$ cat src/design/ahb_apb_macros.svh
`ifndef AHB_APB_MACROS_SVH
`define AHB_APB_MACROS_SVH

// --------------------------------------------------
// Bus widths
// --------------------------------------------------

`define AHB_APB_ADDR_W 32
`define AHB_APB_DATA_W 32

// --------------------------------------------------
// APB slave map
// --------------------------------------------------

// Any count from 1 to 16 fits in the map below
`define AHB_APB_NUM_SLAVES 4

// Slot 0 starts here, slot i at base + i * span
`define AHB_APB_SLOT_BASE 32'h1000_0000

// 4 KB per slot, last byte one below the next slot
`define AHB_APB_SLOT_SPAN 32'h0000_1000

`endif

$ cat src/design/ahb_apb_pkg.sv
`include "ahb_apb_macros.svh"

package ahb_apb_pkg;

  // Plain vectors for bus fields
  typedef logic [`AHB_APB_ADDR_W-1:0]     addr_t;
  typedef logic [`AHB_APB_DATA_W-1:0]     data_t;
  typedef logic [`AHB_APB_NUM_SLAVES-1:0] slave_vec_t;
  typedef logic [1:0]                     hresp_t;

  // AHB transfer type encoding
  typedef enum logic [1:0] {
    IDLE   = 2'b00,
    BUSY   = 2'b01,
    NONSEQ = 2'b10,
    SEQ    = 2'b11
  } htrans_e;

  // One-hot APB sequencer states
  typedef enum logic [2:0] {
    APB_IDLE   = 3'b001,
    APB_SETUP  = 3'b010,
    APB_ACCESS = 3'b100
  } apb_state_e;

endpackage

$ cat src/design/ahb_apb_bridge.sv
`timescale 1ns/1ps

`include "ahb_apb_macros.svh"

module ahb_apb_bridge (
  input  logic                    hclk,
  input  logic                    hreset_n,
  input  logic                    hsel,
  input  ahb_apb_pkg::addr_t      haddr,
  input  ahb_apb_pkg::htrans_e    htrans,
  input  logic                    hwrite,
  input  ahb_apb_pkg::data_t      hwdata,
  output logic                    hready,
  output ahb_apb_pkg::data_t      hrdata,
  output ahb_apb_pkg::hresp_t     hresp,
  output ahb_apb_pkg::addr_t      paddr,
  output logic                    pwrite,
  output logic                    penable,
  output ahb_apb_pkg::data_t      pwdata,
  output ahb_apb_pkg::slave_vec_t psel,
  input  ahb_apb_pkg::slave_vec_t pready,
  input  ahb_apb_pkg::data_t      prdata [`AHB_APB_NUM_SLAVES]
);

  logic                    xfer_start;
  logic                    xfer_pending;
  ahb_apb_pkg::addr_t      xfer_addr;
  logic                    xfer_write;
  logic                    xfer_done;
  ahb_apb_pkg::data_t      xfer_rdata;
  logic                    sel_load;
  logic                    sel_clear;
  ahb_apb_pkg::slave_vec_t slot_pready;
  ahb_apb_pkg::data_t      slot_prdata [`AHB_APB_NUM_SLAVES];

  // Always OKAY, master keeps hwdata stable while stalled
  assign hresp  = 2'b00;
  assign pwdata = hwdata;

  ahb_slave_if u_ahb_slave_if (
    .hclk         (hclk),
    .hreset_n     (hreset_n),
    .hsel         (hsel),
    .haddr        (haddr),
    .htrans       (htrans),
    .hwrite       (hwrite),
    .hready       (hready),
    .hrdata       (hrdata),
    .xfer_start   (xfer_start),
    .xfer_pending (xfer_pending),
    .xfer_addr    (xfer_addr),
    .xfer_write   (xfer_write),
    .xfer_done    (xfer_done),
    .xfer_rdata   (xfer_rdata)
  );

  // --------------------------------------------------
  // One slot per APB slave, laid out back to back
  // --------------------------------------------------

  for (genvar i = 0; i < `AHB_APB_NUM_SLAVES; i++) begin : g_slot
    apb_slot #(
      .slot_start (ahb_apb_pkg::addr_t'(`AHB_APB_SLOT_BASE + i * `AHB_APB_SLOT_SPAN)),
      .slot_end   (ahb_apb_pkg::addr_t'(`AHB_APB_SLOT_BASE + (i + 1) * `AHB_APB_SLOT_SPAN - 1))
    ) u_apb_slot (
      .hclk        (hclk),
      .hreset_n    (hreset_n),
      .haddr       (haddr),
      .xfer_start  (xfer_start),
      .sel_load    (sel_load),
      .sel_clear   (sel_clear),
      .psel        (psel[i]),
      .pready      (pready[i]),
      .prdata      (prdata[i]),
      .slot_pready (slot_pready[i]),
      .slot_prdata (slot_prdata[i])
    );
  end

  apb_sequencer u_apb_sequencer (
    .hclk         (hclk),
    .hreset_n     (hreset_n),
    .xfer_pending (xfer_pending),
    .xfer_addr    (xfer_addr),
    .xfer_write   (xfer_write),
    .slot_pready  (slot_pready),
    .slot_prdata  (slot_prdata),
    .sel_load     (sel_load),
    .sel_clear    (sel_clear),
    .paddr        (paddr),
    .pwrite       (pwrite),
    .penable      (penable),
    .xfer_done    (xfer_done),
    .xfer_rdata   (xfer_rdata)
  );

endmodule

$ cat src/design/ahb_slave_if.sv
`timescale 1ns/1ps

`include "ahb_apb_macros.svh"

module ahb_slave_if (
  input  logic                 hclk,
  input  logic                 hreset_n,
  input  logic                 hsel,
  input  ahb_apb_pkg::addr_t   haddr,
  input  ahb_apb_pkg::htrans_e htrans,
  input  logic                 hwrite,
  output logic                 hready,
  output ahb_apb_pkg::data_t   hrdata,
  output logic                 xfer_start,
  output logic                 xfer_pending,
  output ahb_apb_pkg::addr_t   xfer_addr,
  output logic                 xfer_write,
  input  logic                 xfer_done,
  input  ahb_apb_pkg::data_t   xfer_rdata
);

  logic valid_trans;
  logic xfer_end;

  // Only NONSEQ and SEQ to this slave start a transfer
  assign valid_trans = hsel && ((htrans == ahb_apb_pkg::NONSEQ) ||
                                (htrans == ahb_apb_pkg::SEQ));

  // Accept in the address phase while the bridge is free
  assign xfer_start = hready && valid_trans;
  assign xfer_end   = xfer_pending && xfer_done;

  // --------------------------------------------------
  // Address/data phase tracking
  // --------------------------------------------------

  always_ff @(posedge hclk or negedge hreset_n) begin
    if (!hreset_n) begin
      hready       <= 1'b1;
      xfer_pending <= 1'b0;
    end else if (xfer_start) begin
      hready       <= 1'b0;
      xfer_pending <= 1'b1;
    end else if (xfer_end) begin
      hready       <= 1'b1;
      xfer_pending <= 1'b0;
    end
  end

  // Captured address phase and returned read data
  always_ff @(posedge hclk) begin
    if (xfer_start) begin
      xfer_addr  <= haddr;
      xfer_write <= hwrite;
    end
    if (xfer_end && !xfer_write) begin
      hrdata <= xfer_rdata;
    end
  end

  // --------------------------------------------------
  // Checks
  // --------------------------------------------------

  // Data phase always stalls the master
  property p_phase_exclusive;
    @(posedge hclk) disable iff (!hreset_n)
      !(hready && xfer_pending);
  endproperty

  a_phase_exclusive: assert property (p_phase_exclusive)
    else $error("hready is high while an AHB data phase is pending");

endmodule

$ cat src/design/apb_sequencer.sv
`timescale 1ns/1ps

`include "ahb_apb_macros.svh"

module apb_sequencer (
  input  logic                    hclk,
  input  logic                    hreset_n,
  input  logic                    xfer_pending,
  input  ahb_apb_pkg::addr_t      xfer_addr,
  input  logic                    xfer_write,
  input  ahb_apb_pkg::slave_vec_t slot_pready,
  input  ahb_apb_pkg::data_t      slot_prdata [`AHB_APB_NUM_SLAVES],
  output logic                    sel_load,
  output logic                    sel_clear,
  output ahb_apb_pkg::addr_t      paddr,
  output logic                    pwrite,
  output logic                    penable,
  output logic                    xfer_done,
  output ahb_apb_pkg::data_t      xfer_rdata
);

  // Longest ACCESS phase tolerated before a slot is considered missing
  localparam int unsigned access_limit = 16;

  ahb_apb_pkg::apb_state_e apb_state;
  logic                    pready_any;

  // --------------------------------------------------
  // Response merge
  // --------------------------------------------------

  // Slots gate their own response, so a plain OR selects
  assign pready_any = |slot_pready;

  always_comb begin
    xfer_rdata = '0;
    for (int i = 0; i < `AHB_APB_NUM_SLAVES; i++) begin
      xfer_rdata = xfer_rdata | slot_prdata[i];
    end
  end

  // Strobes to the slots and the AHB front end
  assign sel_load  = (apb_state == ahb_apb_pkg::APB_IDLE) && xfer_pending;
  assign xfer_done = (apb_state == ahb_apb_pkg::APB_ACCESS) && pready_any;
  assign sel_clear = xfer_done;

  // --------------------------------------------------
  // IDLE -> SETUP -> ACCESS -> IDLE
  // --------------------------------------------------

  always_ff @(posedge hclk or negedge hreset_n) begin
    if (!hreset_n) begin
      apb_state <= ahb_apb_pkg::APB_IDLE;
      penable   <= 1'b0;
      pwrite    <= 1'b0;
    end else begin
      case (apb_state)
        ahb_apb_pkg::APB_IDLE: begin
          if (sel_load) begin
            apb_state <= ahb_apb_pkg::APB_SETUP;
            pwrite    <= xfer_write;
          end
        end
        ahb_apb_pkg::APB_SETUP: begin
          apb_state <= ahb_apb_pkg::APB_ACCESS;
          penable   <= 1'b1;
        end
        ahb_apb_pkg::APB_ACCESS: begin
          // Wait states hold everything
          if (xfer_done) begin
            apb_state <= ahb_apb_pkg::APB_IDLE;
            penable   <= 1'b0;
          end
        end
        default: begin
          apb_state <= ahb_apb_pkg::APB_IDLE;
          penable   <= 1'b0;
        end
      endcase
    end
  end

  always_ff @(posedge hclk) begin
    if (sel_load) begin
      paddr <= xfer_addr;
    end
  end

  // --------------------------------------------------
  // Checks
  // --------------------------------------------------

  property p_penable_access;
    @(posedge hclk) disable iff (!hreset_n)
      penable |-> (apb_state == ahb_apb_pkg::APB_ACCESS);
  endproperty

  a_penable_access: assert property (p_penable_access)
    else $error("penable is high outside the ACCESS state");

  // No selected slot means no pready ever comes back
  property p_slot_selected;
    @(posedge hclk) disable iff (!hreset_n)
      (apb_state == ahb_apb_pkg::APB_SETUP) |=> ##[0:access_limit] pready_any;
  endproperty

  a_slot_selected: assert property (p_slot_selected)
    else $error("APB transfer got no pready, the address is outside every slave slot");

endmodule

$ cat src/design/apb_slot.sv
`timescale 1ns/1ps

`include "ahb_apb_macros.svh"

module apb_slot #(
  parameter ahb_apb_pkg::addr_t slot_start = `AHB_APB_SLOT_BASE,
  parameter ahb_apb_pkg::addr_t slot_end   = `AHB_APB_SLOT_BASE + `AHB_APB_SLOT_SPAN - 1
) (
  input  logic               hclk,
  input  logic               hreset_n,
  input  ahb_apb_pkg::addr_t haddr,
  input  logic               xfer_start,
  input  logic               sel_load,
  input  logic               sel_clear,
  output logic               psel,
  input  logic               pready,
  input  ahb_apb_pkg::data_t prdata,
  output logic               slot_pready,
  output ahb_apb_pkg::data_t slot_prdata
);

  logic hit;

  // Range compare on the accepted address phase
  always_ff @(posedge hclk or negedge hreset_n) begin
    if (!hreset_n) begin
      hit <= 1'b0;
    end else if (xfer_start) begin
      hit <= (haddr >= slot_start) && (haddr <= slot_end);
    end
  end

  // psel follows the hit in SETUP, drops when ACCESS completes
  always_ff @(posedge hclk or negedge hreset_n) begin
    if (!hreset_n) begin
      psel <= 1'b0;
    end else if (sel_clear) begin
      psel <= 1'b0;
    end else if (sel_load) begin
      psel <= hit;
    end
  end

  // Unselected slots contribute zero to the OR merge
  assign slot_pready = psel & pready;
  assign slot_prdata = psel ? prdata : '0;

  // Select only comes from the sequencer's SETUP entry
  property p_psel_from_load;
    @(posedge hclk) disable iff (!hreset_n)
      $rose(psel) |-> $past(sel_load);
  endproperty

  a_psel_from_load: assert property (p_psel_from_load)
    else $error("psel rose without a sel_load from the sequencer");

endmodule

$ cat config.mk
export PLATFORM = sky130hd
export DESIGN_NAME = ahb_apb_bridge
export DESIGN_NICKNAME = d
export VERILOG_FILES = /design/src/design/ahb_apb_pkg.sv /design/src/design/ahb_apb_bridge.sv /design/src/design/ahb_slave_if.sv /design/src/design/apb_sequencer.sv /design/src/design/apb_slot.sv
export VERILOG_INCLUDE_DIRS = /design/src /design/src/design
export SDC_FILE = /design/constraint.sdc
export NUM_CORES = 1
export LEC_CHECK = 0
export BUFFER_PORTS_ARGS = -buffer_cell sky130_fd_sc_hd__buf_4
export CAP_MARGIN = 20
export CORE_MARGIN = 5
export CORE_UTILIZATION = 44
export DETAILED_ROUTE_END_ITERATION = 12
export PLACE_DENSITY_LB_ADDON = 0.3
export SLEW_MARGIN = 5
export SYNTH_ARGS = -nofsm -noshare
export SYNTH_HDL_FRONTEND = slang
export SYNTH_HIERARCHICAL = 1
export SYNTH_SLANG_ARGS = --single-unit
$ cat constraint.sdc
create_clock -name hclk -period 4.7 [get_ports hclk]
set_clock_uncertainty 0.2 [all_clocks]
set_input_delay 0.705 -clock hclk [delete_from_list [all_inputs] [get_ports hclk]]
set_output_delay 0.705 -clock hclk [all_outputs]
set_load 0.05 [all_outputs]
# Yosys cells after proc, flatten, opt, wreduce, memory -nomap -nowiden
# Index checks and enable logic that the tools add are counted.
[word_totals]
ff_bits = 112
latch_bits = 0
ramBits = 0
mem_bits_ro = 0
inputBits = 202
output_inout_bits = 105
wordCells = 79
mem_count = 0
[op_classes]
addsub = 0
multipliers = 0
div = 0
order_cmp = 8
eq_ne = 7
shift = 0
n_mux = 21
bitwise_logic = 8
n_reduce_logical = 18
[op_table]
columns = ["op", "n"]
rows = [
  ["$ge 32x29->1 const B", 4],
  ["$le 32x29->1 const B", 4],
  ["$mux 32", 4],
  ["$or 32x32->32", 3],
  ["$mux 1", 13],
  ["$logic_and 1x1->1", 10],
  ["$pmux 3 s3", 1],
  ["$mux 3", 2],
  ["$reduce_and 2->1", 3],
  ["$and 1x1->1", 4],
  ["$eq 2x2->1 const B", 2],
  ["$ne 2x2->1 const B", 2],
  ["$reduce_bool 2->1", 2],
  ["$reduce_or 4->1", 1],
  ["$eq 3x1->1 const B", 1],
  ["$eq 3x2->1 const B", 1],
  ["$eq 3x3->1 const B", 1],
  ["$pmux 1 s3", 1],
  ["$logic_not 1->1", 1],
  ["$logic_or 1x1->1", 1],
  ["$not 1->1", 1],
]

# Longest topological paths before layout
[depth]
depth_word = 6
depth_mapped = 7
depth_no_buf = 5

# By module
# The synthesis kept the hierarchy.
[by_module_without_submodules]
columns = ["mod", "instances", "cells_each", "area_each_um2", "seq_area_each_um2"]
rows = [
  ["ahb_slave_if", 1, 74, 2048.2, 2003.2],
  ["apb_sequencer", 1, 83, 1443.9, 1087.3],
  ["apb_slot (g_slot[1].u_apb_slot ...)", 2, 50, 369.1, 50.0],
  ["apb_slot (g_slot[3].u_apb_slot)", 1, 49, 362.8, 50.0],
  ["apb_slot (g_slot[0].u_apb_slot)", 1, 48, 350.3, 50.0],
  ["ahb_apb_bridge", 1, 35, 259.0, 0.0],
]

# Worst setup path after synthesis
# No wires, ideal clock.
[synth_path]
kind = "flip-flop to flip-flop"
start = "register g_slot[0].u_apb_slot.psel"
end = "register u_ahb_slave_if.hrdata[0], enable pin"
setup_time_ns = 0.421
t_arrival_ns = 3.001
t_required_ns = 4.079
setup_slack_ns = 1.078
path_stages_with_launch = 8
n_path_buf = 2
synth_period_minus_slack_ns = 3.622
path_cell_list = "dfrtp_1 -> clkbuf_1 -> and2_1 -> or4_4 -> nor2b_1 -> buf_4 -> nand2_1 -> nor2_1"
[synth_between]
elab_chain_cells = 5
[synth_rtl]
columns = ["element", "line_no", "rtl"]
rows = [
  ["from (decl)", "apb_slot.sv:15", "output logic psel,"],
  ["from (signal assigned)", "apb_slot.sv:40", "psel <= hit;"],
  ["$and 1x1->1", "apb_slot.sv:45", "assign slot_pready = psel & pready;"],
  ["net slot_pready[0]", "ahb_apb_bridge.sv:33", "ahb_apb_pkg::slave_vec_t slot_pready;"],
  ["$reduce_or 4->1", "apb_sequencer.sv:33", "assign pready_any = |slot_pready;"],
  ["$logic_and 1x1->1", "apb_sequencer.sv:44", "assign xfer_done = (apb_state == ahb_apb_pkg::APB_ACCESS) && pready_any;"],
  ["net sel_clear", "ahb_apb_bridge.sv:32", "logic sel_clear;"],
  ["$logic_and 1x1->1", "ahb_slave_if.sv:31", "assign xfer_end = xfer_pending && xfer_done;"],
  ["$logic_and 1x1->1", "ahb_slave_if.sv:56", "if (xfer_end && !xfer_write) begin"],
  ["to (signal assigned)", "ahb_slave_if.sv:57", "hrdata <= xfer_rdata;"],
  ["to (decl)", "ahb_slave_if.sv:13", "output ahb_apb_pkg::data_t hrdata,"],
]
# The timed path passes the listed nets, and every way through them passes these cells.
# A chain may end at the register's enable or synchronous reset.

# Worst setup path after layout
[layout_path]
start = "register g_slot[3].u_apb_slot.psel"
end = "register u_ahb_slave_if.hrdata[16], enable pin"
[layout_between]
elab_chain_cells = 5
[layout_rtl]
columns = ["element", "line_no"]
rows = [
  ["from (decl)", "apb_slot.sv:15"],
  ["from (signal assigned)", "apb_slot.sv:40"],
  ["$and 1x1->1", "apb_slot.sv:45"],
  ["net slot_pready[3]", "ahb_apb_bridge.sv:33"],
  ["$reduce_or 4->1", "apb_sequencer.sv:33"],
  ["$logic_and 1x1->1", "apb_sequencer.sv:44"],
  ["net sel_clear", "ahb_apb_bridge.sv:32"],
  ["$logic_and 1x1->1", "ahb_slave_if.sv:31"],
  ["$logic_and 1x1->1", "ahb_slave_if.sv:56"],
]
# The timed path passes the listed nets, and every way through them passes these cells.

==> impl_metrics.json <==
{
  "status": "complete, no violations",
  "min_period_over_period_pct": 63.3,
  "post_cts_buffers": 0,
  "yosys.area_share.simple_pct": 27.7,
  "power_density_normalized_to_cell_area_nw_per_um2": 281,
  "synthesized_cell_area_sq_um": 5200,
  "design_area_sq_um": 7190,
  "rr_worst_depth": 6,
  "dieArea_sq_um": 14100,
  "cap_violations": 0,
  "skew_pair_late_insertion_delay_ns": 0.35,
  "route.vias.total": 3753,
  "maxClockFrequency_ghz": 0.336,
  "detail_route.wl_per_cell_microns": 19.6,
  "remaining_max_slew_budget_at_the_tightest_pin_pct": 28.8,
  "leak_pwr_nw": 3.21,
  "critical_path_buf_inv_count": 1,
  "cpPeakStageDelay_ns": 1.02,
  "cts.clk_slew.worst_paths_ns": 0.07,
  "rsz0062_at_grt": "false",
  "antenna-diode-count": 0,
  "core_area_sq_um": 11500,
  "worst_hold_slack_ns": 0.00442,
  "synth.yosys.seq_area_share_pct": 63.3,
  "core.rowCount": 39,
  "initial_antenna_violation_count": 0,
  "crit_path_start": "g_slot[3].u_apb_slot/psel",
  "drc_errors": 0,
  "maximum_number_of_pins_on_one_net_before_global_route_repair": 43,
  "count_of_fill_cells_added_during_filler_insertion": 890,
  "antenna_violating_nets_remaining": 0,
  "ys_seq_elements": 112,
  "buffer_ports.inserted": 239,
  "fin_crit_ns": 2.98,
  "h-tree-depth": 3,
  "cpLargestDelayFamily": "flip-flops",
  "maxSlewViolCount": 0,
  "cp.arrival_ns": 2.77,
  "cp_cell_sequence": "and2_1 -> or4_4 -> nor2b_1 -> nand2_1 -> nor2_2 -> buf_4",
  "numCtsBuffers": 9,
  "synth_compound_area_share_pct": 1.59,
  "number_of_global_route_vias_before_repair": 3863,
  "root_buffer": "clkbuf_16",
  "globalRouteTotalUtil_pct": 19.9,
  "place_congestion": 0.814,
  "via_per_inst": 5.06,
  "tns_ns": 0,
  "slowest_stage": "dfrtp_1",
  "timing_worst_setup_path_type": "flip-flop to flip-flop",
  "cp-start-kind": "flip-flop",
  "syn2layout_area_growth_pct": 38.1,
  "actual_slew_at_the_worst_max_slew_pin_ns": 1.07,
  "setup.reg_to_reg.worst_slack_ns": 1.72,
  "clock_tree_from_tritoncts": "done",
  "postCtsResizedCells": 0,
  "drt_first_pass_iters": 4,
  "globalRoute.totalOverflow": 0,
  "report.final.setup_viol": 0,
  "report.final.hold_viol_count": 0,
  "combinational_family_with_the_most_area_after_synthesis": "simple AND/OR/NAND/NOR gates",
  "timing.hold.worst.class": "input pin to asynchronous set/reset pin",
  "cts_hold_repair_buffers": 0,
  "yosys.cell_types.count": 38,
  "ir_drop_v": 0.000170,
  "layout-drive-gt1-share_pct": 46.6,
  "global_route_wire_length_before_repair_microns": 21600,
  "fraction_of_synthesized_cell_area_in_xor_and_xnor_cells_pct": 0,
  "detailed_place_hpwl_microns": 11100,
  "worst_setup_path_end_kind": "flip-flop",
  "timing.rr.start": "g_slot[3].u_apb_slot/psel",
  "synthesis.instances": 389,
  "timing.critical_path.to": "u_ahb_slave_if/hrdata[16]",
  "ys_warn_count": 6,
  "postSynthAreaPerCell_sq_um": 13.4,
  "cts.sink_count": 112,
  "cts_max_path_buffers": 2,
  "placement.cell_area_sq_um": 6870,
  "starting_density_of_the_core_pct": 45.2,
  "critical_path.reg2reg.endpoint": "u_ahb_slave_if/hrdata[16]",
  "largest_fanout_on_the_critical_path": 35,
  "die_y_microns": 119,
  "layout.nets": 796,
  "muxShareOfSynthArea_pct": 0.986,
  "count_of_boundary_i_o_pins": 307,
  "dieWidth_microns": 119,
  "cp.depth": 6,
  "critical_path_required_ns": 4.49,
  "synth_adder_area_share_pct": 0,
  "routed_wirelength_microns": 14500,
  "detailedRoute.firstIterationViolations": 219
}
## cells in the mapped netlist
cell	count	share of area, %
conb_1	1	0.072
nand3_1	2	0.19
a21bo_2	1	0.19
nor2_1	11	0.79
edfxtp_1	97	56
nand2b_1	2	0.24
clkbuf_1	3	0.22
mux2i_1	4	0.77
dfstp_2	2	1.0
mux2_2	1	0.22
nand4_1	4	0.48
and2_1	132	16
buf_4	35	5.1
a21oi_1	1	0.096
o22ai_2	1	0.24
dfrtp_1	13	6.3
nand4b_1	1	0.17
nand2_1	1	0.072
or4_1	32	4.6
and4bb_2	1	0.24
inv_1	4	0.29
nor4_2	5	1.2
or3b_1	1	0.17
clkbuf_2	9	0.87
a21o_1	2	0.29
or4_4	2	0.43
nor4b_1	2	0.34
o41ai_2	1	0.31
nor2_2	1	0.12
and3_4	1	0.22
nor3_1	1	0.096
o22ai_1	3	0.36
nor4_1	2	0.24
nor4bb_1	1	0.19
nand3b_1	1	0.14
nor2b_1	1	0.12
nor4b_2	6	1.7
o21ai_0	1	0.096
## placed cells by master, fill, tap and decap left out, drive strengths merged, types with 2 or more instances in the layout
master	synthesis	final
nor4b	8	8
o22ai	4	4
nor2	12	12
mux2i	4	4
nor4	7	7
clkbuf	12	9
nand3	2	2
and2	132	132
buf	35	240
conb	1	2
clkinv	0	2
dfstp	2	2
dfrtp	13	13
edfxtp	97	97
nand2b	2	2
inv	4	9
or4	34	34
a21o	2	2
nand4	4	4
## report_power, final
group	switching, W	internal (W)
Sequential	0.00000819	0.00108
Clock	0.000389	0.000389
Combinational	0.0000510	0.000109
Total	0.000448	0.00157
## kinds of logic (layout without fill, tap and decap cells)
family	after synthesis	count (layout)
AOI/OAI and AO/OA	10	10
muxes	5	5
buffers and inverters	51	260
other	1	2
and+or+nand+nor	210	210
DFF	112	112
## stage by stage
| stage | setup slack, ns | power (W) | utilization [%] | instances |
|---|---|---|---|---|
| 6_report | 1.72 | 0.00202 | 62.4 | 742 |
| 3_3_place_gp | 1.70 | 0.00126 | 59.7 | 726 |
| 2_1_floorplan | 1.08 | 0.00121 | - | 390 |
| 5_1_grt | 1.40 | 0.00209 | 62.4 | 742 |
| 4_1_cts | 1.64 | 0.00204 | 62.4 | 742 |
| 3_5_place_dp | 1.64 | 0.00127 | 59.7 | 726 |
## sequential cells by signal, indices dropped and copies added (netlist names)
register	cells
u_ahb_slave_if/hready	1
u_apb_sequencer/paddr	32
u_apb_sequencer/apb_state	3
u_ahb_slave_if/xfer_addr	32
u_ahb_slave_if/hrdata	32
u_ahb_slave_if/xfer_write	1
u_ahb_slave_if/xfer_pending	1
g_slot.u_apb_slot/psel	4
u_apb_sequencer/pwrite	1
u_apb_sequencer/penable	1
g_slot.u_apb_slot/hit	4
## layer usage
layer,track usage (%),wire length [microns]
met1,22.8,5420
met3,4.87,912
met2,35.4,7720
met5,0,0
met4,8.33,479
## layout make-up
type | count | area, sq um | area share (%)
multi-input cells | 227 | 1580 | 22.0
flip-flops and latches | 112 | 3290 | 45.8
clock buffers | 9 | 225 | 3.13
repair buffers | 240 | 1800 | 25.1
inverters | 4 | 15.0 | 0.209
clock inverters | 7 | 91.3 | 1.27
well taps | 143 | 179 | 2.49
## worst min-delay path by stage
stage | startpoint | endpoint | slack, ns | cells after the start
2_1_floorplan | u_ahb_slave_if/xfer_addr[0] | u_apb_sequencer/paddr[0] | 0.20 | 0
3_3_place_gp | u_ahb_slave_if/xfer_addr[3] | u_apb_sequencer/paddr[3] | 0.20 | 0
3_5_place_dp | u_ahb_slave_if/xfer_addr[30] | u_apb_sequencer/paddr[30] | 0.20 | 0
4_1_cts | hreset_n | u_apb_sequencer/pwrite | 0.003 | 1
5_1_grt | hreset_n | u_apb_sequencer/pwrite | 0.005 | 1
6_report | hreset_n | u_apb_sequencer/pwrite | 0.004 | 1
Power figures use the tool's default switching activity.
